### config.mk
export PLATFORM = sky130hd
export DESIGN_NAME = id_dispatch
export DESIGN_NICKNAME = d
export VERILOG_FILES = /design/src/rtl/isa_pkg.sv /design/src/rtl/dispatch_pkg.sv /design/src/rtl/dec_if.sv /design/src/rtl/inst_decoder.sv /design/src/rtl/dispatch_ctrl.sv /design/src/rtl/dispatch_buffer.sv /design/src/rtl/id_dispatch.sv
export VERILOG_INCLUDE_DIRS = /design/src /design/src/rtl
export SDC_FILE = /design/constraint.sdc
export NUM_CORES = 1
export LEC_CHECK = 0
export BUFFER_PORTS_ARGS = -buffer_cell sky130_fd_sc_hd__buf_2
export CORE_MARGIN = 2
export CORE_UTILIZATION = 45
export DETAILED_ROUTE_END_ITERATION = 7
export PLACE_DENSITY = 0.73
export SETUP_SLACK_MARGIN = 0.5
export SYNTH_ARGS = -nofsm -noshare
export SYNTH_HDL_FRONTEND = slang
export SYNTH_HIERARCHICAL = 1
export SYNTH_SLANG_ARGS = --single-unit
### constraint.sdc
create_clock -name clock -period 3.1 [get_ports clock]
set_input_delay 0.31 -clock clock [delete_from_list [all_inputs] [get_ports clock]]
set_output_delay 0.31 -clock clock [all_outputs]
set_load 0.005 [all_outputs]
### src/rtl/id_consts.svh
// ------------------------------------------------
// decode/dispatch constants
// alpha opcodes and function codes, alu function
// codes, operand selects and buffer slot sources
// ------------------------------------------------
`ifndef ID_CONSTS_SVH
`define ID_CONSTS_SVH

`define PAL_INST      6'h00  // pal call, inst[25:0] is the function
`define LDA_INST      6'h08
`define INTA_GRP      6'h10  // integer arithmetic and compare
`define INTL_GRP      6'h11  // integer logic
`define INTS_GRP      6'h12  // integer shift
`define INTM_GRP      6'h13  // integer multiply
`define FLTI_GRP      6'h16  // ieee float, not supported
`define JSR_GRP       6'h1a  // jmp, jsr, ret, jsr_co
`define LDQ_INST      6'h29
`define LDQ_L_INST    6'h2b  // load-locked, not supported
`define STQ_INST      6'h2d
`define STQ_C_INST    6'h2f  // store-conditional, not supported
`define BR_INST       6'h30
`define FBEQ_INST     6'h31
`define FBLT_INST     6'h32
`define FBLE_INST     6'h33
`define BSR_INST      6'h34
`define FBNE_INST     6'h35
`define FBGE_INST     6'h36
`define FBGT_INST     6'h37
`define BEQ_INST      6'h39
`define BNE_INST      6'h3d

`define PAL_HALT      26'h555
`define PAL_WHAMI     26'h03c  // cpuid, not supported

`define ADDQ_INST     7'h20  // inta
`define SUBQ_INST     7'h29
`define CMPEQ_INST    7'h2d
`define CMPULT_INST   7'h1d
`define CMPULE_INST   7'h3d
`define CMPLT_INST    7'h4d
`define CMPLE_INST    7'h6d
`define AND_INST      7'h00  // intl
`define BIC_INST      7'h08
`define BIS_INST      7'h20
`define ORNOT_INST    7'h28
`define XOR_INST      7'h40
`define EQV_INST      7'h48
`define SRL_INST      7'h34  // ints
`define SLL_INST      7'h39
`define SRA_INST      7'h3c
`define MULQ_INST     7'h20  // intm

`define ALU_ADDQ      5'h00
`define ALU_SUBQ      5'h01
`define ALU_AND       5'h02
`define ALU_BIC       5'h03
`define ALU_BIS       5'h04
`define ALU_ORNOT     5'h05
`define ALU_XOR       5'h06
`define ALU_EQV       5'h07
`define ALU_SRL       5'h08
`define ALU_SLL       5'h09
`define ALU_SRA       5'h0a
`define ALU_MULQ      5'h0b
`define ALU_CMPEQ     5'h0c
`define ALU_CMPLT     5'h0d
`define ALU_CMPLE     5'h0e
`define ALU_CMPULT    5'h0f
`define ALU_CMPULE    5'h10

`define ALU_OPA_IS_REGA     2'h0
`define ALU_OPA_IS_NPC      2'h1
`define ALU_OPA_IS_NOT3     2'h2  // ~3 mask for jump targets
`define ALU_OPA_IS_MEM_DISP 2'h3

`define ALU_OPB_IS_REGB     2'h0
`define ALU_OPB_IS_ALU_IMM  2'h1  // 8-bit literal, inst[20:13]
`define ALU_OPB_IS_BR_DISP  2'h2

`define ZERO_REG      5'd31  // r31 reads zero, writes dropped

`define SRC_SLOT0     2'd0
`define SRC_SLOT1     2'd1
`define SRC_LANE0     2'd2
`define SRC_LANE1     2'd3

`define NUM_LANES     2

`endif

### src/rtl/isa_pkg.sv
// ------------------------------------------------
// isa_pkg
// instruction word and decoded field types
// ------------------------------------------------
package isa_pkg;

  typedef logic [31:0] inst_t;     // raw instruction word
  typedef logic [4:0]  reg_idx_t;  // architectural register index
  typedef logic [4:0]  alu_func_t; // alu operation code
  typedef logic [1:0]  opa_sel_t;  // operand a mux select
  typedef logic [1:0]  opb_sel_t;  // operand b mux select

endpackage

### src/rtl/dispatch_pkg.sv
// ------------------------------------------------
// dispatch_pkg
// buffer occupancy, counts and slot sources
// ------------------------------------------------
package dispatch_pkg;

  typedef logic [1:0] count_t;     // 0..2 instructions
  typedef logic [1:0] slot_src_t;  // slot load source, see SRC_*

  typedef enum logic [1:0] {
    OCC_EMPTY = 2'd0,
    OCC_ONE   = 2'd1,
    OCC_FULL  = 2'd2
  } occ_state_t;

endpackage

### src/rtl/dec_if.sv
// ------------------------------------------------
// dec_if
// one decoded instruction, decoder to buffer
// ------------------------------------------------
`timescale 1ns/1ps

interface dec_if;
  import isa_pkg::*;

  opa_sel_t  opa_sel;
  opb_sel_t  opb_sel;
  alu_func_t alu_func;
  reg_idx_t  ra_idx;
  reg_idx_t  rb_idx;
  reg_idx_t  dest_idx;       // ZERO_REG when nothing is written
  logic      rd_mem;
  logic      wr_mem;
  logic      cond_branch;
  logic      uncond_branch;  // br, bsr and jumps
  logic      halt;
  logic      illegal;

  modport producer (output opa_sel, opb_sel, alu_func, ra_idx, rb_idx, dest_idx,
                    rd_mem, wr_mem, cond_branch, uncond_branch, halt, illegal);
  modport consumer (input opa_sel, opb_sel, alu_func, ra_idx, rb_idx, dest_idx,
                    rd_mem, wr_mem, cond_branch, uncond_branch, halt, illegal);

endinterface

### src/rtl/inst_decoder.sv
// ------------------------------------------------
// inst_decoder
// combinational alpha-subset decode: operand
// selects, alu function, register indices and
// control flags; unsupported encodings come out
// as an illegal no-op
// ------------------------------------------------
`timescale 1ns/1ps
`include "id_consts.svh"

module inst_decoder (
  input isa_pkg::inst_t inst,
  dec_if.producer       dec
);
  import isa_pkg::*;

  logic [5:0] opcode;
  logic [6:0] func;    // operate-format function field
  reg_idx_t   ra_idx;
  reg_idx_t   rc_idx;
  logic       ok;      // encoding is supported

  assign opcode = inst[31:26];
  assign func   = inst[11:5];
  assign ra_idx = inst[25:21];
  assign rc_idx = inst[4:0];

  assign dec.ra_idx = ra_idx;      // fixed fields, meaningful or not
  assign dec.rb_idx = inst[20:16];

  always_comb
  begin
    dec.opa_sel       = `ALU_OPA_IS_REGA;  // no-op defaults
    dec.opb_sel       = `ALU_OPB_IS_REGB;
    dec.alu_func      = '0;
    dec.dest_idx      = `ZERO_REG;
    dec.rd_mem        = 1'b0;
    dec.wr_mem        = 1'b0;
    dec.cond_branch   = 1'b0;
    dec.uncond_branch = 1'b0;
    dec.halt          = 1'b0;
    ok                = 1'b0;
    case (opcode[5:3])
      3'b000:
      begin
        if ((opcode == `PAL_INST) && (inst[25:0] == `PAL_HALT))
        begin
          dec.halt = 1'b1;  // whami and other pal calls stay illegal
          ok       = 1'b1;
        end
      end
      3'b010:
      begin
        ok = 1'b1;          // cleared below on unknown function
        case (opcode)
          `INTA_GRP:
            case (func)
              `ADDQ_INST:   dec.alu_func = `ALU_ADDQ;
              `SUBQ_INST:   dec.alu_func = `ALU_SUBQ;
              `CMPEQ_INST:  dec.alu_func = `ALU_CMPEQ;
              `CMPULT_INST: dec.alu_func = `ALU_CMPULT;
              `CMPULE_INST: dec.alu_func = `ALU_CMPULE;
              `CMPLT_INST:  dec.alu_func = `ALU_CMPLT;
              `CMPLE_INST:  dec.alu_func = `ALU_CMPLE;
              default:      ok = 1'b0;
            endcase
          `INTL_GRP:
            case (func)
              `AND_INST:    dec.alu_func = `ALU_AND;
              `BIC_INST:    dec.alu_func = `ALU_BIC;
              `BIS_INST:    dec.alu_func = `ALU_BIS;
              `ORNOT_INST:  dec.alu_func = `ALU_ORNOT;
              `XOR_INST:    dec.alu_func = `ALU_XOR;
              `EQV_INST:    dec.alu_func = `ALU_EQV;
              default:      ok = 1'b0;
            endcase
          `INTS_GRP:
            case (func)
              `SRL_INST:    dec.alu_func = `ALU_SRL;
              `SLL_INST:    dec.alu_func = `ALU_SLL;
              `SRA_INST:    dec.alu_func = `ALU_SRA;
              default:      ok = 1'b0;
            endcase
          `INTM_GRP:
            if (func == `MULQ_INST)
              dec.alu_func = `ALU_MULQ;
            else
              ok = 1'b0;
          default:
            ok = 1'b0;      // itfp and float groups
        endcase
        if (ok)
        begin
          dec.opa_sel  = `ALU_OPA_IS_REGA;
          dec.opb_sel  = inst[12] ? `ALU_OPB_IS_ALU_IMM : `ALU_OPB_IS_REGB;
          dec.dest_idx = rc_idx;
        end
      end
      3'b011:
      begin
        if (opcode == `JSR_GRP)  // all four jump flavours behave the same
        begin
          dec.opa_sel       = `ALU_OPA_IS_NOT3;
          dec.opb_sel       = `ALU_OPB_IS_REGB;
          dec.alu_func      = `ALU_AND;  // word-align the target
          dec.dest_idx      = ra_idx;    // return address
          dec.uncond_branch = 1'b1;
          ok                = 1'b1;
        end
      end
      3'b001, 3'b100, 3'b101:
      begin
        case (opcode)
          `LDA_INST:
          begin
            dec.dest_idx = ra_idx;
            ok           = 1'b1;
          end
          `LDQ_INST:
          begin
            dec.rd_mem   = 1'b1;
            dec.dest_idx = ra_idx;
            ok           = 1'b1;
          end
          `STQ_INST:
          begin
            dec.wr_mem = 1'b1;  // no register result
            ok         = 1'b1;
          end
          default: ;            // ldq_l, stq_c and the rest
        endcase
        if (ok)
        begin
          dec.opa_sel  = `ALU_OPA_IS_MEM_DISP;
          dec.opb_sel  = `ALU_OPB_IS_REGB;
          dec.alu_func = `ALU_ADDQ;  // effective address
        end
      end
      default:
      begin
        ok = 1'b1;
        case (opcode)
          `FBEQ_INST, `FBLT_INST, `FBLE_INST, `FBNE_INST, `FBGE_INST, `FBGT_INST:
            ok = 1'b0;          // fp branches
          `BR_INST, `BSR_INST:
          begin
            dec.uncond_branch = 1'b1;
            dec.dest_idx      = ra_idx;  // link register
          end
          default:
            dec.cond_branch = 1'b1;
        endcase
        if (ok)
        begin
          dec.opa_sel  = `ALU_OPA_IS_NPC;
          dec.opb_sel  = `ALU_OPB_IS_BR_DISP;
          dec.alu_func = `ALU_ADDQ;  // target = npc + disp
        end
      end
    endcase
    dec.illegal = ~ok;
  end

endmodule

### src/rtl/dispatch_ctrl.sv
// ------------------------------------------------
// dispatch_ctrl
// buffer occupancy FSM; works out dispatch count,
// fetch need and where each slot loads from
// ------------------------------------------------
`timescale 1ns/1ps
`include "id_consts.svh"

module dispatch_ctrl (
  input  logic                    clock,
  input  logic                    reset,
  input  dispatch_pkg::count_t    rob_cap,
  input  dispatch_pkg::count_t    rs_cap,
  input  logic                    in_valid0,
  input  logic                    in_valid1,
  output dispatch_pkg::count_t    dispatch_num,
  output dispatch_pkg::count_t    fetch_need,
  output dispatch_pkg::slot_src_t slot0_src,
  output dispatch_pkg::slot_src_t slot1_src
);
  import dispatch_pkg::*;

  occ_state_t occ;          // slots holding instructions
  occ_state_t occ_next;
  count_t     occ_cnt;
  count_t     remaining;    // left in buffer after this edge
  count_t     lanes_valid;  // leading valid lanes from fetch
  count_t     accepted;
  count_t     occ_sum;

  assign occ_cnt = count_t'(occ);

  always_comb
  begin
    dispatch_num = occ_cnt;  // never above 2
    if (rob_cap < dispatch_num)
      dispatch_num = rob_cap;
    if (rs_cap < dispatch_num)
      dispatch_num = rs_cap;
  end

  assign remaining   = occ_cnt - dispatch_num;
  assign fetch_need  = count_t'(`NUM_LANES) - remaining;
  assign lanes_valid = in_valid0 ? (in_valid1 ? 2'd2 : 2'd1) : 2'd0;  // lane1 alone ignored
  assign accepted    = (lanes_valid > fetch_need) ? fetch_need : lanes_valid;
  assign occ_sum     = remaining + accepted;

  // leftovers shift down, new lanes go in behind them
  assign slot0_src = (remaining != 2'd0) ?
                     ((dispatch_num == 2'd0) ? `SRC_SLOT0 : `SRC_SLOT1) : `SRC_LANE0;
  assign slot1_src = (remaining == 2'd2) ? `SRC_SLOT1 :
                     ((remaining == 2'd1) ? `SRC_LANE0 : `SRC_LANE1);

  always_comb
  begin
    case (occ_sum)
      2'd0:    occ_next = OCC_EMPTY;
      2'd1:    occ_next = OCC_ONE;
      default: occ_next = OCC_FULL;
    endcase
  end

  always_ff @(posedge clock)
  begin
    if (reset)
      occ <= OCC_EMPTY;
    else
      occ <= occ_next;
  end

endmodule

### src/rtl/dispatch_buffer.sv
// ------------------------------------------------
// dispatch_buffer
// two in-order slots of decoded instructions;
// each slot reloads every cycle from its source
// ------------------------------------------------
`timescale 1ns/1ps
`include "id_consts.svh"

module dispatch_buffer (
  input  logic                    clock,
  input  logic                    reset,
  dec_if.consumer                 lane0,
  dec_if.consumer                 lane1,
  input  dispatch_pkg::slot_src_t slot0_src,
  input  dispatch_pkg::slot_src_t slot1_src,
  output isa_pkg::opa_sel_t       out0_opa_sel,
  output isa_pkg::opb_sel_t       out0_opb_sel,
  output isa_pkg::alu_func_t      out0_alu_func,
  output isa_pkg::reg_idx_t       out0_ra_idx,
  output isa_pkg::reg_idx_t       out0_rb_idx,
  output isa_pkg::reg_idx_t       out0_dest_idx,
  output logic                    out0_rd_mem,
  output logic                    out0_wr_mem,
  output logic                    out0_cond_branch,
  output logic                    out0_uncond_branch,
  output logic                    out0_halt,
  output logic                    out0_illegal,
  output isa_pkg::opa_sel_t       out1_opa_sel,
  output isa_pkg::opb_sel_t       out1_opb_sel,
  output isa_pkg::alu_func_t      out1_alu_func,
  output isa_pkg::reg_idx_t       out1_ra_idx,
  output isa_pkg::reg_idx_t       out1_rb_idx,
  output isa_pkg::reg_idx_t       out1_dest_idx,
  output logic                    out1_rd_mem,
  output logic                    out1_wr_mem,
  output logic                    out1_cond_branch,
  output logic                    out1_uncond_branch,
  output logic                    out1_halt,
  output logic                    out1_illegal
);
  import dispatch_pkg::*;

  localparam int ENTRY_W = 30;  // 2+2+5+5+5+5 plus six flags
  typedef logic [ENTRY_W-1:0] entry_t;
  localparam entry_t NOP_ENTRY = {19'd0, `ZERO_REG, 6'd0};

  entry_t    lane_ent [`NUM_LANES];
  entry_t    slot_q   [`NUM_LANES];
  entry_t    slot_d   [`NUM_LANES];
  slot_src_t src      [`NUM_LANES];

  assign lane_ent[0] = {lane0.opa_sel, lane0.opb_sel, lane0.alu_func, lane0.ra_idx,
                        lane0.rb_idx, lane0.dest_idx, lane0.rd_mem, lane0.wr_mem,
                        lane0.cond_branch, lane0.uncond_branch, lane0.halt, lane0.illegal};
  assign lane_ent[1] = {lane1.opa_sel, lane1.opb_sel, lane1.alu_func, lane1.ra_idx,
                        lane1.rb_idx, lane1.dest_idx, lane1.rd_mem, lane1.wr_mem,
                        lane1.cond_branch, lane1.uncond_branch, lane1.halt, lane1.illegal};
  assign src[0] = slot0_src;
  assign src[1] = slot1_src;

  always_comb
  begin
    for (int k = 0; k < `NUM_LANES; k++)
    begin
      case (src[k])
        `SRC_SLOT0: slot_d[k] = slot_q[0];  // hold or shift down
        `SRC_SLOT1: slot_d[k] = slot_q[1];
        `SRC_LANE0: slot_d[k] = lane_ent[0];
        default:    slot_d[k] = lane_ent[1];
      endcase
    end
  end

  always_ff @(posedge clock)
  begin
    if (reset)
    begin
      slot_q[0] <= NOP_ENTRY;
      slot_q[1] <= NOP_ENTRY;
    end
    else
    begin
      slot_q[0] <= slot_d[0];
      slot_q[1] <= slot_d[1];
    end
  end

  assign {out0_opa_sel, out0_opb_sel, out0_alu_func, out0_ra_idx, out0_rb_idx,
          out0_dest_idx, out0_rd_mem, out0_wr_mem, out0_cond_branch,
          out0_uncond_branch, out0_halt, out0_illegal} = slot_q[0];
  assign {out1_opa_sel, out1_opb_sel, out1_alu_func, out1_ra_idx, out1_rb_idx,
          out1_dest_idx, out1_rd_mem, out1_wr_mem, out1_cond_branch,
          out1_uncond_branch, out1_halt, out1_illegal} = slot_q[1];

endmodule

### src/rtl/id_dispatch.sv
// ------------------------------------------------
// id_dispatch
// two-wide decode and in-order dispatch stage
// with count-based flow control to fetch and to
// the rob/reservation stations
// ------------------------------------------------
`timescale 1ns/1ps

module id_dispatch (
  input  logic                 clock,
  input  logic                 reset,
  input  isa_pkg::inst_t       in_inst0,
  input  isa_pkg::inst_t       in_inst1,
  input  logic                 in_valid0,
  input  logic                 in_valid1,   // only with in_valid0
  input  dispatch_pkg::count_t rob_cap,
  input  dispatch_pkg::count_t rs_cap,
  output dispatch_pkg::count_t dispatch_num,
  output dispatch_pkg::count_t fetch_need,
  output isa_pkg::opa_sel_t    out0_opa_sel,
  output isa_pkg::opb_sel_t    out0_opb_sel,
  output isa_pkg::alu_func_t   out0_alu_func,
  output isa_pkg::reg_idx_t    out0_ra_idx,
  output isa_pkg::reg_idx_t    out0_rb_idx,
  output isa_pkg::reg_idx_t    out0_dest_idx,
  output logic                 out0_rd_mem,
  output logic                 out0_wr_mem,
  output logic                 out0_cond_branch,
  output logic                 out0_uncond_branch,
  output logic                 out0_halt,
  output logic                 out0_illegal,
  output isa_pkg::opa_sel_t    out1_opa_sel,
  output isa_pkg::opb_sel_t    out1_opb_sel,
  output isa_pkg::alu_func_t   out1_alu_func,
  output isa_pkg::reg_idx_t    out1_ra_idx,
  output isa_pkg::reg_idx_t    out1_rb_idx,
  output isa_pkg::reg_idx_t    out1_dest_idx,
  output logic                 out1_rd_mem,
  output logic                 out1_wr_mem,
  output logic                 out1_cond_branch,
  output logic                 out1_uncond_branch,
  output logic                 out1_halt,
  output logic                 out1_illegal
);
  import dispatch_pkg::*;

  dec_if     lane0_dec ();  // decoded lane 0
  dec_if     lane1_dec ();
  slot_src_t slot0_src;
  slot_src_t slot1_src;

  inst_decoder u_dec0 (
    .inst (in_inst0),
    .dec  (lane0_dec)
  );

  inst_decoder u_dec1 (
    .inst (in_inst1),
    .dec  (lane1_dec)
  );

  dispatch_ctrl u_ctrl (.*);  // same names as the top ports

  dispatch_buffer u_buf (
    .lane0 (lane0_dec),
    .lane1 (lane1_dec),
    .*
  );

endmodule

* Word-level counts from Yosys, hierarchy flattened
Memory sizes are Yosys's and may differ from the RTL's. Cells that the tools add are included.
Word-level totals: memory bits (writable) 60, bits in registers 2, logic and storage cells 231, input bits 72, memories kept 1
Memory list:
- u_buf.slot_q | words 2, bits a word 30, rd ports 2, clocked after Yosys merged registers in 0, write ports 2, RTL line dispatch_buffer.sv:48 | entry_t slot_q [`NUM_LANES];
Operators by class: reductions and logical operators 39, multiplexer cells 101, $add $sub $neg 3, bitwise operators 4, order comparisons 3, equal/unequal tests 79
Operators by type and width (number):
- $pmux W30 S3 | 2
- $eq A6 B6 Y1 const B | 20
- $eq A7 B6 Y1 const B | 16
- $pmux W5 S4 | 4
- $eq A6 B5 Y1 const B | 10
- $mux W30 | 2
- $pmux W5 S6 | 2
- $eq A7 B7 Y1 const B | 8
- $eq A26 B11 Y1 const B | 2
- $mux W1 | 47
- $mux W5 | 8
- $pmux W3 S6 | 2
- $reduce_or A6 Y1 | 6
- $mux W2 | 17
- $pmux W4 S3 | 2
- $pmux W5 S2 | 2
- $reduce_or A5 Y1 | 4
- $reduce_or A3 Y1 | 6
- $pmux W1 S4 | 4
- $reduce_or A8 Y1 | 2
- $eq A7 B4 Y1 const B | 2
- $eq A7 B5 Y1 const B | 2
- $logic_not A7 Y1 | 2
- $reduce_or A7 Y1 | 2
- other kinds (23) | 55

* Depth between registers and ports, before layout
Gate-level depths: netlist of run 1.
depth in word-level cells 11, mapped depth 17, mapped depth without buffers 17

* By module
The synthesis of run 1 kept the hierarchy.
Modules (own cells, without submodules):
- dispatch_buffer | times used 1, area an instance 2916.5 um^2, cells each 252
- inst_decoder at u_dec1 | times used 1, area an instance 817.0 um^2, cells each 129
- inst_decoder at u_dec0 | times used 1, area an instance 759.5 um^2, cells each 118
- dispatch_ctrl | times used 1, area an instance 350.3 um^2, cells each 42

* Worst setup path before layout of run 1
OpenSTA, ideal clock, no wires.
path kind reg2reg, from register u_ctrl.occ[1], to memory u_buf/slot_q[0][0] (netlist bit), path buffers 2, library setup time 132 ps, stages on the path, launching flop included 18, arrival time 3060 ps, period minus slack after synthesis 3192 ps, slack -92 ps, cell sequence dfxtp_1 -> ha_1 -> inv_1 -> ha_1 -> nand2b_1 -> a21oi_1 -> ha_1 -> xor3_2 -> inv_1 -> ha_1 -> o21ba_2 -> inv_1 -> ha_1 -> or2_2 -> buf_2 -> buf_2 -> o22ai_1 -> nor3_1
RTL lines:
- from (decl) | RTL line dispatch_ctrl.sv:23 | occ_state_t occ;
- from (signal assigned) | RTL line dispatch_ctrl.sv:68 | occ <= occ_next;
- to (decl) | RTL line dispatch_buffer.sv:48

* Worst setup path in the final report of run 1
from register u_ctrl.occ[1], to register u_ctrl.occ[0]
Between the ends: cells in the longest elaborated chain, start to end 11
Ends and longest elaborated chain:
- $lt A2 B2 Y1 | RTL line dispatch_ctrl.sv:36 | if (rob_cap < dispatch_num)
- $mux W2 | RTL line dispatch_ctrl.sv:36
- $lt A2 B2 Y1 | RTL line dispatch_ctrl.sv:38 | if (rs_cap < dispatch_num)
- $mux W2 | RTL line dispatch_ctrl.sv:38
- $sub A2 B2 Y2 (*) | RTL line dispatch_ctrl.sv:42 | assign remaining = occ_cnt - dispatch_num;
- $sub A2 B2 Y2 | RTL line dispatch_ctrl.sv:43 | assign fetch_need = count_t'(`NUM_LANES) - remaining;
- $gt A2 B2 Y1 | RTL line dispatch_ctrl.sv:45 | assign accepted = (lanes_valid > fetch_need) ? fetch_need : lanes_valid;
- $mux W2 | RTL line dispatch_ctrl.sv:45
- $add A2 B2 Y2 (*) | RTL line dispatch_ctrl.sv:46 | assign occ_sum = remaining + accepted;
- $eq A2 B1 Y1 / $logic_not A2 Y1 (equally long branches) | RTL line dispatch_ctrl.sv:56 | case (occ_sum)
- $pmux W2 S2 (*) | RTL line dispatch_ctrl.sv:56
Every way passes the cells marked *; elsewhere a longest branch is shown, timed or not. A chain may end at the register's enable or synchronous reset.

==> results of run 1 <==
[routing by layer]
| layer | up-vias | wire, um |
|---|---|---|
| li1 | 2310 | - |
| met4 | 0 | 923 |
| met1 | 2550 | 7140 |
| met2 | 388 | 8920 |
| met3 | 98 | 2040 |
| met5 | - | 0 |
[layout by cell type, fill, tap and decap left out, types with 5 or more instances in the layout]
cell / Yosys / routed
sky130_fd_sc_hd__a211o_1: 5 / 5
sky130_fd_sc_hd__o22a_1: 5 / 5
sky130_fd_sc_hd__nor3_1: 35 / 35
sky130_fd_sc_hd__bufbuf_16: 0 / 5
sky130_fd_sc_hd__a21oi_1: 11 / 10
sky130_fd_sc_hd__a221oi_4: 0 / 5
sky130_fd_sc_hd__a22oi_2: 0 / 5
sky130_fd_sc_hd__and2_1: 7 / 7
sky130_fd_sc_hd__o22ai_2: 0 / 21
sky130_fd_sc_hd__nor2b_1: 33 / 33
sky130_fd_sc_hd__or2_4: 1 / 5
sky130_fd_sc_hd__ha_4: 0 / 10
sky130_fd_sc_hd__a211oi_2: 0 / 5
sky130_fd_sc_hd__buf_2: 14 / 135
sky130_fd_sc_hd__nand2_1: 23 / 22
sky130_fd_sc_hd__buf_4: 25 / 15
sky130_fd_sc_hd__inv_1: 24 / 16
sky130_fd_sc_hd__nor4_1: 13 / 13
sky130_fd_sc_hd__mux4_2: 30 / 30
sky130_fd_sc_hd__dfxtp_1: 62 / 61
sky130_fd_sc_hd__nor2_1: 36 / 29
sky130_fd_sc_hd__nand3_1: 7 / 7
sky130_fd_sc_hd__a221oi_2: 0 / 20
sky130_fd_sc_hd__nand2b_1: 8 / 6
sky130_fd_sc_hd__o21ai_0: 11 / 9
sky130_fd_sc_hd__clkbuf_8: 0 / 9
sky130_fd_sc_hd__buf_12: 0 / 10
sky130_fd_sc_hd__nor2_4: 0 / 5
sky130_fd_sc_hd__buf_6: 5 / 5
sky130_fd_sc_hd__or2_1: 5 / 5
[what timing repair did]
item | 4_1_cts | 5_1_grt
resized for setup | 71 | 40
setup buffers | 14 | 1
pin swaps | 25 | 13
endpoints found under the setup margin | 62 | 63
cloned | 13 | 0
[sequential cells by signal, indices dropped and copies added, names as in the netlist]
| signal | count |
|---|---|
| u_buf/slot_q | 60 |
| u_ctrl/occ | 2 |
[final cells by class]
| cell class | count | area [sq um] | share of cell area, % |
|---|---|---|---|
| sequential | 62 | 1240 | 18.3 |
| inverter | 24 | 103 | 1.51 |
| tap | 136 | 170 | 2.50 |
| clock buffer | 10 | 128 | 1.88 |
| multi-input combinational | 394 | 3770 | 55.5 |
| clock inverter | 6 | 72.6 | 1.07 |
| timing repair buffer | 174 | 1310 | 19.2 |
[power groups by stage]
stage	registers, mW	logic (mW)	clock network, mW
after floorplan	1.25	2.95	0
after global placement	1.26	3.86	0
after detailed placement	1.28	3.94	0
after CTS	1.28	5.90	0.734
after global routing	1.34	7.11	0.777
final	1.32	6.86	0.749
[how the worst min path moves through the flow]
| stage | start | endpoint | slack [ps] |
|---|---|---|---|
| 2_1_floorplan | reset | u_ctrl/occ[1] | 370 |
| 3_3_place_gp | u_buf/slot_q[0][9] | u_buf/slot_q[0][9] | 470 |
| 3_5_place_dp | u_buf/slot_q[0][9] | u_buf/slot_q[0][9] | 470 |
| 4_1_cts | in_inst1[16] | u_buf/slot_q[0][11] | 250 |
| 5_1_grt | in_inst1[16] | u_buf/slot_q[0][11] | 290 |
| 6_report | in_inst1[16] | u_buf/slot_q[0][11] | 270 |
[critical path, stage by stage, from the launching register on]
cell and delay, ps:
sky130_fd_sc_hd__dfxtp_4 380, sky130_fd_sc_hd__inv_4 40, sky130_fd_sc_hd__ha_4 200, sky130_fd_sc_hd__nor2_2 120, sky130_fd_sc_hd__o22ai_2 90, sky130_fd_sc_hd__a21oi_4 170, sky130_fd_sc_hd__ha_2 180, sky130_fd_sc_hd__xor3_2 300
sky130_fd_sc_hd__ha_4 290, sky130_fd_sc_hd__inv_2 40, sky130_fd_sc_hd__ha_4 270, sky130_fd_sc_hd__inv_2 40, sky130_fd_sc_hd__o21ai_2 100, sky130_fd_sc_hd__o21ai_1 80, sky130_fd_sc_hd__a21oi_1 160, sky130_fd_sc_hd__ha_2 240
sky130_fd_sc_hd__xor2_2 180, sky130_fd_sc_hd__and3b_1 170
[metrics by stage]
stage                     std cells  setup slack [ps]  total power [mW]
after floorplan                 541               192              4.19
after global placement          762              76.7              5.13
after detailed placement        762             -21.0              5.22
after CTS                       805              31.4              7.91
after global routing            806              -125              9.22
final                           806             -30.3              8.92
[kinds of logic (layout without fill, tap and decap cells)]
kind of cell / count (synthesis) / after routing / share of synthesized area, %
buffers and inverters: 88 / 214 / 9.89
AND/OR/NAND/NOR: 212 / 215 / 25.4
XOR/XNOR: 9 / 9 / 1.96
flip-flops: 62 / 62 / 25.6
AO/OA/AOI/OAI: 123 / 123 / 18.9
multiplexers: 33 / 33 / 14.6
adder cells (fa/ha/maj): 14 / 14 / 3.62
==> qor.tcl, run 1 <==
set qor(detail_route.vias_per_cell) 6.63
set qor(yosys.cell_count.top_type) {sky130_fd_sc_hd__dfxtp_1}
set qor(final_core_util_pct) 65.5
set qor(fin_crit_sh_pct) 101
set qor(timing.hold.ws_ps) 271
set qor(data_required_critical_path_ps) 3410
set qor(layout.filler_cells) 796
set qor(setup_total_negative_slack_ps) -58.2
set qor(setup_ws_ps) -30.3
set qor(grt_pass1_vias) 5046
set qor(timing.max_slew.rel_slack_pct) 23.8
set qor(num_vias) 5346
set qor(start_kind) {register}
set qor(grt_antenna_before_repair) 1
set qor(clock_latency_ps) 360
set qor(max-vdd-ir-drop_mv) 0.708
set qor(min_delay_path_depth) 3
set qor(failed_checks) {setup timing}
set qor(post_detailed_placement_cell_area_sq_mm) 0.00561
set qor(power.density_cell_area_mw_per_mm2) 1310
set qor(yosys_most_used_dff) {sky130_fd_sc_hd__dfxtp_1}
set qor(top_level_ports) 136
set qor(setup.worst_path.end) {u_ctrl/occ[0]}
set qor(groute.usage.overall_pct) 31.1
set qor(fp.dieH_um) 108
set qor(static-leakage-power_nw) 2.81
set qor(syn_inst) 541
set qor(start_util_pct) 46.7
set qor(power.share.combinational_pct) 76.8
set qor(synth_seq_cells) 62
set qor(crit-reg2reg-launch) {u_ctrl/occ[1]}
set qor(ant_nets) 0
set qor(tritoncts_num_sinks) 62
set qor(synth-warning-count) 6
set qor(remaining_drc_errors) 0
set qor(clock.fmax_mhz) 319
set qor(cts_tree) {built}
set qor(synth_cell_types) 73
set qor(power_frac_seq_pct) 14.8
set qor(areaGrowthSynthToFinish_pct) 40.3
set qor(synthDominantAreaCellType) {sky130_fd_sc_hd__dfxtp_1}
set qor(synth_top_area_share_pct) 25.6
set qor(post_route_cells_drive_above_1_share_pct) 49.9
set qor(grt_pass1_wl_mm) 27.4
set qor(worst_setup_hold_path_clk_slew_ps) 80
set qor(cts_htree_levels) 3
set qor(placer_congestion_estimate) 0.922
set qor(clock_path_buffers) 2
set qor(power_report.internal_total_mw) 4.99
set qor(crit_path_start) {u_ctrl/occ[1]}
set qor(grtUsageMet1_pct) 38.3
set qor(crit_type) {register to register}
set qor(numPortBuffers) 135
set qor(hold_wc_path_type) {primary input to register}
set qor(detailed_routing_iterations_pass_1) 7
set qor(timing_hold_violations_final) 0
set qor(grt_max_degree) 63
set qor(met2_capacity_usage_during_global_routing_pct) 51.1
set qor(diodes) 0
set qor(finalWirelength_mm) 19.0
set qor(r2r_cells) 17
set qor(grt.busiest_layer) {met2}
set qor(dieArea_sq_mm) 0.0116
set qor(finalSetupViolations) 2
set qor(result_of_the_run) {complete, but fails checks}
set qor(final-max-slew-violation-count) 0
set qor(min_period_ps) 3130
set qor(die_width_um) 108
set qor(numCtsBuffers) 9
set qor(synth-edff-count) 0
set qor(cts.hold.buffers_added) 0
set qor(mappedNetlistArea_sq_mm) 0.00484
set qor(drt_iter0_markers) 599
set qor(global_route.overflow_total) 0
set qor(switching_power_mw) 3.93
set qor(average_detailed_routed_wire_length_per_instance_um) 23.6
set qor(critPathArrivalTime_ps) 3440
set qor(dp.final_hpwl_mm) 11.2
set qor(endpoint_of_the_most_critical_register_to_register_path) {u_ctrl/occ[0]}
set qor(timing.critical_path.fanout_max) 3
set qor(post_synth_most_frequent_cells) {62 x sky130_fd_sc_hd__dfxtp_1, 36 x sky130_fd_sc_hd__nor2_1, 35 x sky130_fd_sc_hd__nor3_1}
set qor(finish.instance_area_sq_mm) 0.00679
set qor(rows) 37
set qor(final.setup_skew_ps) 10.4
set qor(seq_area_frac_synth_pct) 25.6
set qor(synthesized_nets) 627
set qor(top_cells_by_area_synth) {sky130_fd_sc_hd__dfxtp_1 26%, sky130_fd_sc_hd__mux4_2 14%, sky130_fd_sc_hd__a221oi_1 4.9%}
set qor(core_region_area_sq_mm) 0.0104
set qor(max_cap_violations) 0
set qor(grt_use_met3_pct) 8.35
set qor(setup_repair_after_global_routing_missed_its_margin) {true}
set qor(synth.avg_cell_area_sq_um) 8.95
set qor(final_net_count) 751
set qor(switching_share_pct) 44.1
set qor(clk_root_buffer_cell) {sky130_fd_sc_hd__clkbuf_8}
set qor(worst-r2r-setup-slack_ps) -30
set qor(endpoint_kind) {register}
set qor(pwr-share-clk_pct) 8.4
set qor(async_flop_share_pct) 0
set qor(worstMarginPinSlew_ps) 1140
Power figures use the tool's default switching activity.
==> run 2: changes to the inputs <==
==> constraint.sdc (replaced) <==
create_clock -name clock -period 3.1 [get_ports clock]
set_input_delay 0.465 -clock clock [delete_from_list [all_inputs] [get_ports clock]]
set_output_delay 0.465 -clock clock [all_outputs]
set_load 0.005 [all_outputs]
==> run 2 against run 1 <==
Against the previous run:
- the flow still finishes with violations (setup timing)
- sequential share of layout area down 0.80 points
- cell count up 1.5%
- total power up 5.0%
- first-iteration DRC count up 26%
==> qor.tcl, run 2 (synthesis results as in run 1) <==
set qor(result_of_the_run) {complete, but fails checks}
set qor(failed_checks) {setup timing}
set qor(regMostFlops) {u_buf/slot_q}
set qor(final-max-slew-violation-count) 0 ;# unchanged
set qor(fin_crit_sh_pct) 103 ;# +2.5 points
set qor(max-vdd-ir-drop_mv) 0.746 ;# +5.3%
set qor(largest_register_ffs) 60 ;# unchanged
set qor(grt_antenna_before_repair) 0 ;# -1
set qor(crit-reg2reg-launch) {u_ctrl/occ[1]}
set qor(cts_tree) {built}
set qor(finish.instance_area_sq_mm) 0.00710 ;# +4.6%
set qor(clk_root_buffer_cell) {sky130_fd_sc_hd__clkbuf_8}
set qor(placer_congestion_estimate) 0.970 ;# +5.2%
set qor(detailed_routing_iterations_pass_1) 7 ;# unchanged
set qor(start_kind) {register}
set qor(static-leakage-power_nw) 2.90 ;# +3.1%
set qor(detail_route.vias_per_cell) 6.60 ;# -0.43%
set qor(fp.dieH_um) 108 ;# unchanged
set qor(power_frac_seq_pct) 14.2 ;# -0.6 points
set qor(ant_nets) 0 ;# unchanged
set qor(switching_power_mw) 4.04 ;# +2.7%
set qor(timing.max_slew.rel_slack_pct) 25.7 ;# +1.9 points
set qor(hold-path-endpoint) {u_buf/slot_q[0][14]}
set qor(grt_max_degree) 40 ;# -37%
set qor(cts_htree_levels) 3 ;# unchanged
set qor(average_detailed_routed_wire_length_per_instance_um) 22.8 ;# -3.5%
set qor(drt_iter0_markers) 754 ;# +26%
set qor(power_report.internal_total_mw) 5.32 ;# +6.7%
set qor(core_region_area_sq_mm) 0.0104 ;# unchanged
set qor(critPathArrivalTime_ps) 3410 ;# -30 ps
set qor(min_delay_path_depth) 3 ;# unchanged
set qor(switching_share_pct) 43.1 ;# -0.95 points
set qor(post_route_cells_drive_above_1_share_pct) 54.4 ;# +4.5 points
set qor(data_required_critical_path_ps) 3300 ;# -110 ps
set qor(hold_wc_path_type) {primary input to register}
set qor(pwr-share-clk_pct) 9.2 ;# +0.8 points
set qor(timing.hold.ws_ps) 443 ;# +172 ps
set qor(worstHoldStart) {in_inst0[19]}
set qor(final.setup_skew_ps) 12.3 ;# +1.85 ps
set qor(setup_repair_after_global_routing_missed_its_margin) {true}
set qor(clock_latency_ps) 360 ;# about the same
set qor(crit_path_start) {u_ctrl/occ[1]}
set qor(clock_path_buffers) 2 ;# unchanged
set qor(start_util_pct) 46.7 ;# unchanged
set qor(worst_setup_hold_path_clk_slew_ps) 80 ;# about the same
set qor(worstMarginPinSlew_ps) 1120 ;# -28.1 ps
set qor(post_detailed_placement_cell_area_sq_mm) 0.00585 ;# +4.3%
set qor(timing.critical_path.fanout_max) 6 ;# +3
set qor(endpoint_of_the_most_critical_register_to_register_path) {u_buf/slot_q[0][22]}
set qor(remaining_drc_errors) 0 ;# unchanged
set qor(num_vias) 5402 ;# +1.0%
set qor(top_level_ports) 136 ;# unchanged
set qor(setup_ws_ps) -107 ;# -76.2 ps
set qor(global_route.overflow_total) 0 ;# unchanged
set qor(biggestRegsByFlops) {u_buf/slot_q (60), u_ctrl/occ (2)}
set qor(regArea_sq_mm) 0.00124 ;# unchanged
set qor(layout.filler_cells) 738 ;# -7.3%
set qor(layout_common_cells) {134 x sky130_fd_sc_hd__buf_2, 61 x sky130_fd_sc_hd__dfxtp_1, 31 x sky130_fd_sc_hd__nor2_1, 30 x sky130_fd_sc_hd__mux4_2, 25 x sky130_fd_sc_hd__nor3_1}
set qor(worst-r2r-setup-slack_ps) -110 ;# -80 ps
set qor(power.density_cell_area_mw_per_mm2) 1320 ;# +0.37%
set qor(clock.fmax_mhz) 312 ;# -2.4%
set qor(timing_hold_violations_final) 0 ;# unchanged
set qor(dieArea_sq_mm) 0.0116 ;# unchanged
set qor(r2r_cells) 15 ;# -2
set qor(areaGrowthSynthToFinish_pct) 46.7
set qor(grt_pass1_wl_mm) 25.9 ;# -5.4%
set qor(max_cap_violations) 0 ;# unchanged
set qor(multi_input_comb_area_sq_mm) 0.00399 ;# +5.8%
set qor(endpoint_kind) {register}
set qor(mostFrequentLayoutCell) {sky130_fd_sc_hd__buf_2}
set qor(dp.final_hpwl_mm) 11.5 ;# +2.6%
set qor(groute.usage.overall_pct) 28.6 ;# -2.5 points
set qor(rows) 37 ;# unchanged
set qor(die_width_um) 108 ;# unchanged
set qor(final_core_util_pct) 68.5 ;# +3.0 points
set qor(numCtsBuffers) 9 ;# unchanged
set qor(finalWirelength_mm) 18.6 ;# -2.0%
set qor(diodes) 0 ;# unchanged
set qor(numPortBuffers) 135 ;# unchanged
set qor(finalSetupViolations) 3 ;# +1
set qor(final_net_count) 763 ;# +1.6%
set qor(power.share.combinational_pct) 76.7 ;# about the same
set qor(finalPower_mw) 9.36 ;# +5.0%
set qor(grt_pass1_vias) 5051 ;# +0.099%
set qor(tritoncts_num_sinks) 62 ;# unchanged
set qor(cts.hold.buffers_added) 0 ;# unchanged
set qor(min_period_ps) 3210 ;# +76.2 ps
set qor(crit_type) {register to register}
run 2: cell types whose count changed in the layout (fill, tap and decap cells not counted), sizes merged:
cell	before	now
buf	169	185
bufbuf	5	0
clkbuf	10	12
bufinv	1	2
clkinv	4	3
inv	24	23
run 2: layout make-up:
cell class                      count  area share (%)
Inverter                           24            1.62
Timing Repair Buffer              186            19.0
Sequential cell                    62            17.5
Clock buffer                       11            2.13
Clock inverter                      5            1.14
Tap cell                          136            2.40
Multi-Input combinational cell    394            56.1
run 2: how the worst max path moves through the flow:
stage | to | slack (ps) | cells after the start
after floorplan | u_ctrl/occ[0] | 70 | 16
after global placement | u_ctrl/occ[0] | -80 | 17
after detailed placement | u_ctrl/occ[0] | -170 | 17
after CTS | u_ctrl/occ[0] | 70 | 17
after global routing | u_buf/slot_q[0][22] | -210 | 16
final | u_buf/slot_q[0][22] | -110 | 15
run 2: what timing repair did:
action                                 CTS  global route
buffers inserted                        15             7
gates cloned                             7             1
pin swaps                               31            20
endpoints found under the hold margin    0             0
gates resized for setup                 65            73
setup endpoints to repair               64            63
run 2: power by group through the flow:
stage	logic, mW	registers [mW]	clock network, mW
CTS	5.81	1.28	0.848
floorplan	3.39	1.26	0
finish	7.18	1.32	0.859
global route	7.47	1.34	0.893
detailed placement	4.44	1.28	0
global placement	4.29	1.27	0
run 2: routing by layer:
| metal | part of all wire (%) | track usage, % |
|---|---|---|
| met1 | 36 | 34.9 |
| met2 | 48 | 47.6 |
| met3 | 11 | 6.96 |
| met4 | 4.8 | 13.1 |
| met5 | 0 | 0 |
run 2: stage by stage:
| step | worst slack (ps) | setup TNS (ps) | cells |
|---|---|---|---|
| after floorplan | 67.5 | 0 | 541 |
| after global placement | -79.5 | -745 | 772 |
| after detailed placement | -175 | -2610 | 772 |
| after CTS | 67.0 | 0 | 810 |
| after global routing | -206 | -636 | 818 |
| final | -107 | -209 | 818 |
run 2: worst max-delay path: stages, from the launching register on:
cell and delay (ps):
sky130_fd_sc_hd__dfxtp_4 360, sky130_fd_sc_hd__ha_4 180, sky130_fd_sc_hd__ha_4 270, sky130_fd_sc_hd__nand2b_4 60
sky130_fd_sc_hd__a21oi_4 150, sky130_fd_sc_hd__ha_2 180, sky130_fd_sc_hd__xor3_2 300, sky130_fd_sc_hd__inv_2 120
sky130_fd_sc_hd__ha_4 150, sky130_fd_sc_hd__o21ba_4 160, sky130_fd_sc_hd__inv_4 70, sky130_fd_sc_hd__ha_4 220
sky130_fd_sc_hd__nand2b_4 190, sky130_fd_sc_hd__buf_12 170, sky130_fd_sc_hd__a221oi_2 40, sky130_fd_sc_hd__a2111oi_0 410
==> run 3: changes to the inputs <==
--- a/config.mk
+++ b/config.mk
@@ -10,7 +10,7 @@
 export CORE_MARGIN = 2
 export CORE_UTILIZATION = 45
 export DETAILED_ROUTE_END_ITERATION = 7
-export PLACE_DENSITY = 0.73
+export PLACE_DENSITY = 0.72
 export SETUP_SLACK_MARGIN = 0.5
 export SYNTH_ARGS = -nofsm -noshare
 export SYNTH_HDL_FRONTEND = slang
==> run 3 against run 2 <==
Against the previous run:
- the run now ends clean
- clock skew is 1.1 ps lower
- fmax up 4.6%
- combinational power decreased by 26%
- worst setup slack improved by 140 ps
- register-to-register slack improved by 140 ps
- sequential cell count stayed put
- routed wire length fell by 15%
- non-clock buffer count shrank 10
- sequential power down 3%
- die area did not move
- critical path type unchanged
- critical endpoint is now u_ctrl/occ[0]
- largest cell class unchanged
- largest power group unchanged
- highest routed layer unchanged
==> qor.tcl, run 3 (synthesis results as in run 1) <==
set qor(result_of_the_run) {completed}
set qor(start_util_pct) 46.7 ;# unchanged
set qor(grt_max_degree) 45 ;# +13%
set qor(dp.final_hpwl_mm) 11.5 ;# about the same
set qor(grt_pass1_vias) 4714 ;# -6.7%
set qor(tritoncts_num_sinks) 62 ;# unchanged
set qor(diodes) 0 ;# unchanged
set qor(start_kind) {register}
set qor(static-leakage-power_nw) 2.68 ;# -7.7%
set qor(top_level_ports) 136 ;# unchanged
set qor(endpoint_kind) {register}
set qor(setup_repair_after_global_routing_missed_its_margin) {true}
set qor(final.setup_skew_ps) 11.2 ;# -1.07 ps
set qor(crit-reg2reg-launch) {u_ctrl/occ[1]}
set qor(average_detailed_routed_wire_length_per_instance_um) 19.6 ;# -14%
set qor(drt_iter0_markers) 434 ;# -42%
set qor(worst-r2r-setup-slack_ps) 40 ;# +140 ps
set qor(layout_common_cells) {136 x sky130_fd_sc_hd__buf_2, 61 x sky130_fd_sc_hd__dfxtp_1, 35 x sky130_fd_sc_hd__nor3_1, 33 x sky130_fd_sc_hd__nor2b_1, 32 x sky130_fd_sc_hd__nor2_1}
set qor(grt_pass1_wl_mm) 24.4 ;# -5.8%
set qor(finalSetupViolations) 0 ;# -3
set qor(global_route.overflow_total) 0 ;# unchanged
set qor(timing.max_slew.rel_slack_pct) 43.3 ;# +18 points
set qor(cts_tree) {built}
set qor(clock.fmax_mhz) 326 ;# +4.6%
set qor(numPortBuffers) 135 ;# unchanged
set qor(num_vias) 4984 ;# -7.7%
set qor(min_delay_path_depth) 3 ;# unchanged
set qor(setup_total_negative_slack_ps) 0 ;# +209 ps
set qor(r2r_cells) 17 ;# +2
set qor(cts.hold.buffers_added) 0 ;# unchanged
set qor(fin_crit_sh_pct) 98.9 ;# -4.6 points
set qor(detail_route.vias_per_cell) 6.18 ;# -6.4%
set qor(post_route_cells_drive_above_1_share_pct) 46.1 ;# -8.3 points
set qor(layout.filler_cells) 872 ;# +18%
set qor(crit_top_cell) {sky130_fd_sc_hd__ha_4}
set qor(critical_path.slowest_cell) {sky130_fd_sc_hd__xor3_2}
set qor(worstMarginPinSlew_ps) 851 ;# -264 ps
set qor(clock_path_buffers) 2 ;# unchanged
set qor(hold_wc_path_type) {primary input to register}
set qor(max_cap_violations) 0 ;# unchanged
set qor(regMostFlops) {u_buf/slot_q}
set qor(data_required_critical_path_ps) 3340 ;# +40 ps
set qor(dieArea_sq_mm) 0.0116 ;# unchanged
set qor(max_stage_delay_ps) 380 ;# -30 ps
set qor(setup.worst_path.end) {u_ctrl/occ[0]}
set qor(ant_nets) 0 ;# unchanged
set qor(numCtsBuffers) 9 ;# unchanged
set qor(min_period_ps) 3060 ;# -142 ps
set qor(grt_antenna_before_repair) 0 ;# unchanged
set qor(crit_path_cell_trace) {ha_4 > inv_2 > ha_4 > nand2b_4 > a21oi_4 > ha_2 > xor3_2 > ha_4 > inv_2 > ha_4 > inv_2 > o21ai_2 > o21ai_2 > a21oi_2 > ha_2 > xor2_2 > and3b_1}
set qor(timing.critical_path.fanout_max) 3 ;# -3
set qor(groute.usage.overall_pct) 27.0 ;# -1.6 points
set qor(max-vdd-ir-drop_mv) 0.789 ;# +5.8%
set qor(fp.dieH_um) 108 ;# unchanged
set qor(critPathArrivalTime_ps) 3310 ;# -100 ps
set qor(rows) 37 ;# unchanged
set qor(final_core_util_pct) 61.7 ;# -6.9 points
set qor(final_net_count) 751 ;# -1.6%
set qor(endpoint_of_the_most_critical_register_to_register_path) {u_ctrl/occ[0]}
set qor(detailed_routing_iterations_pass_1) 5 ;# -2
set qor(mostFrequentLayoutCell) {sky130_fd_sc_hd__buf_2}
set qor(largest_register_ffs) 60 ;# unchanged
set qor(multi_input_comb_area_sq_mm) 0.00352 ;# -12%
set qor(remaining_drc_errors) 0 ;# unchanged
set qor(cts_htree_levels) 3 ;# unchanged
set qor(finalWirelength_mm) 15.8 ;# -15%
set qor(worst_setup_hold_path_clk_slew_ps) 80 ;# about the same
set qor(biggestRegsByFlops) {u_buf/slot_q (60), u_ctrl/occ (2)}
set qor(placer_congestion_estimate) 0.927 ;# -4.4%
set qor(regArea_sq_mm) 0.00124 ;# unchanged
set qor(critical_path_buf_inv_count) 3 ;# unchanged
set qor(cp_top_family) {adder cells}
set qor(die_width_um) 108 ;# unchanged
set qor(areaGrowthSynthToFinish_pct) 32.0
set qor(crit_path_start) {u_ctrl/occ[1]}
set qor(clk_root_buffer_cell) {sky130_fd_sc_hd__clkbuf_8}
set qor(clock_latency_ps) 360 ;# about the same
set qor(final-max-slew-violation-count) 0 ;# unchanged
set qor(crit_cells) 17 ;# +2
set qor(crit_type) {register to register}
set qor(core_region_area_sq_mm) 0.0104 ;# unchanged
set qor(timing_hold_violations_final) 0 ;# unchanged
set qor(power.density_cell_area_mw_per_mm2) 1150 ;# -13%
[run 3: cell count changes in the layout (fill, tap and decap cells not counted), moves of 7 or more]
cell	change
sky130_fd_sc_hd__nor2b_1	+13
sky130_fd_sc_hd__o22ai_2	-16
sky130_fd_sc_hd__buf_6	-9
sky130_fd_sc_hd__a221oi_2	+7
sky130_fd_sc_hd__o22ai_1	+18
sky130_fd_sc_hd__a221oi_4	-9
sky130_fd_sc_hd__nor3_1	+10
sky130_fd_sc_hd__nor3_2	-10
sky130_fd_sc_hd__nor2b_4	-13
[run 3: per-layer routing]
layer	routed length, um	GRT usage [%]	vias to the layer above
met1	6170	34.3	2390
met2	7900	45.2	266
met5	0	0	-
met3	1400	4.72	35
li1	-	-	2293
met4	363	11.4	0
[run 3: where the power goes]
group	total [mW]	internal (mW)	switching [mW]	leakage, nW
Clock	0.739	0.372	0.366	0.0956
Combinational	5.32	2.76	2.56	2.07
Sequential	1.28	1.06	0.217	0.511
Total	7.34	4.20	3.14	2.68
[run 3: worst min-delay path by stage]
stage | start | end | slack [ps]
2_1_floorplan | u_buf/slot_q[0][22] | u_buf/slot_q[0][22] | 480
3_3_place_gp | u_buf/slot_q[0][9] | u_buf/slot_q[0][9] | 480
3_5_place_dp | u_buf/slot_q[0][9] | u_buf/slot_q[0][9] | 490
4_1_cts | in_inst1[17] | u_buf/slot_q[0][12] | 390
5_1_grt | in_inst1[17] | u_buf/slot_q[0][12] | 420
6_report | in_inst1[17] | u_buf/slot_q[0][12] | 400
[run 3: final cells by class]
class                           count  area share, %
Multi-Input combinational cell    392           55.1
Sequential cell                    62           19.5
Timing Repair Buffer              176           18.1
Tap cell                          136           2.66
Clock buffer                        9           1.94
Inverter                           24           1.64
Clock inverter                      7           1.14
[run 3: worst register-to-register path: cells and delay by family, from the launching register on]
| family | cells | cell delay [ps] |
|---|---|---|
| xor+xnor | 2 | 560 |
| simple gates | 2 | 320 |
| buf+inv | 3 | 140 |
| fa+ha+maj | 6 | 1240 |
| flops | 1 | 370 |
| compound gates | 4 | 340 |
[run 3: through the flow]
step / hold WS (ps) / setup WS (ps) / power, mW / cell area, sq um / std cells
6_report: 398 / 35.1 / 7.34 / 6390 / 806
3_3_place_gp: 478 / -82.0 / 5.55 / 5860 / 771
3_5_place_dp: 486 / -152 / 5.68 / 5860 / 771
5_1_grt: 419 / -78.6 / 7.76 / 6390 / 806
2_1_floorplan: 479 / 67.5 / 4.65 / 5210 / 541
4_1_cts: 394 / 73.0 / 6.94 / 6250 / 800
[run 3: repair_timing]
item,CTS,global route
gates resized for setup,15,22
setup endpoints to repair,63,63
cloned,4,0
pin swaps,5,9
setup buffers,9,6
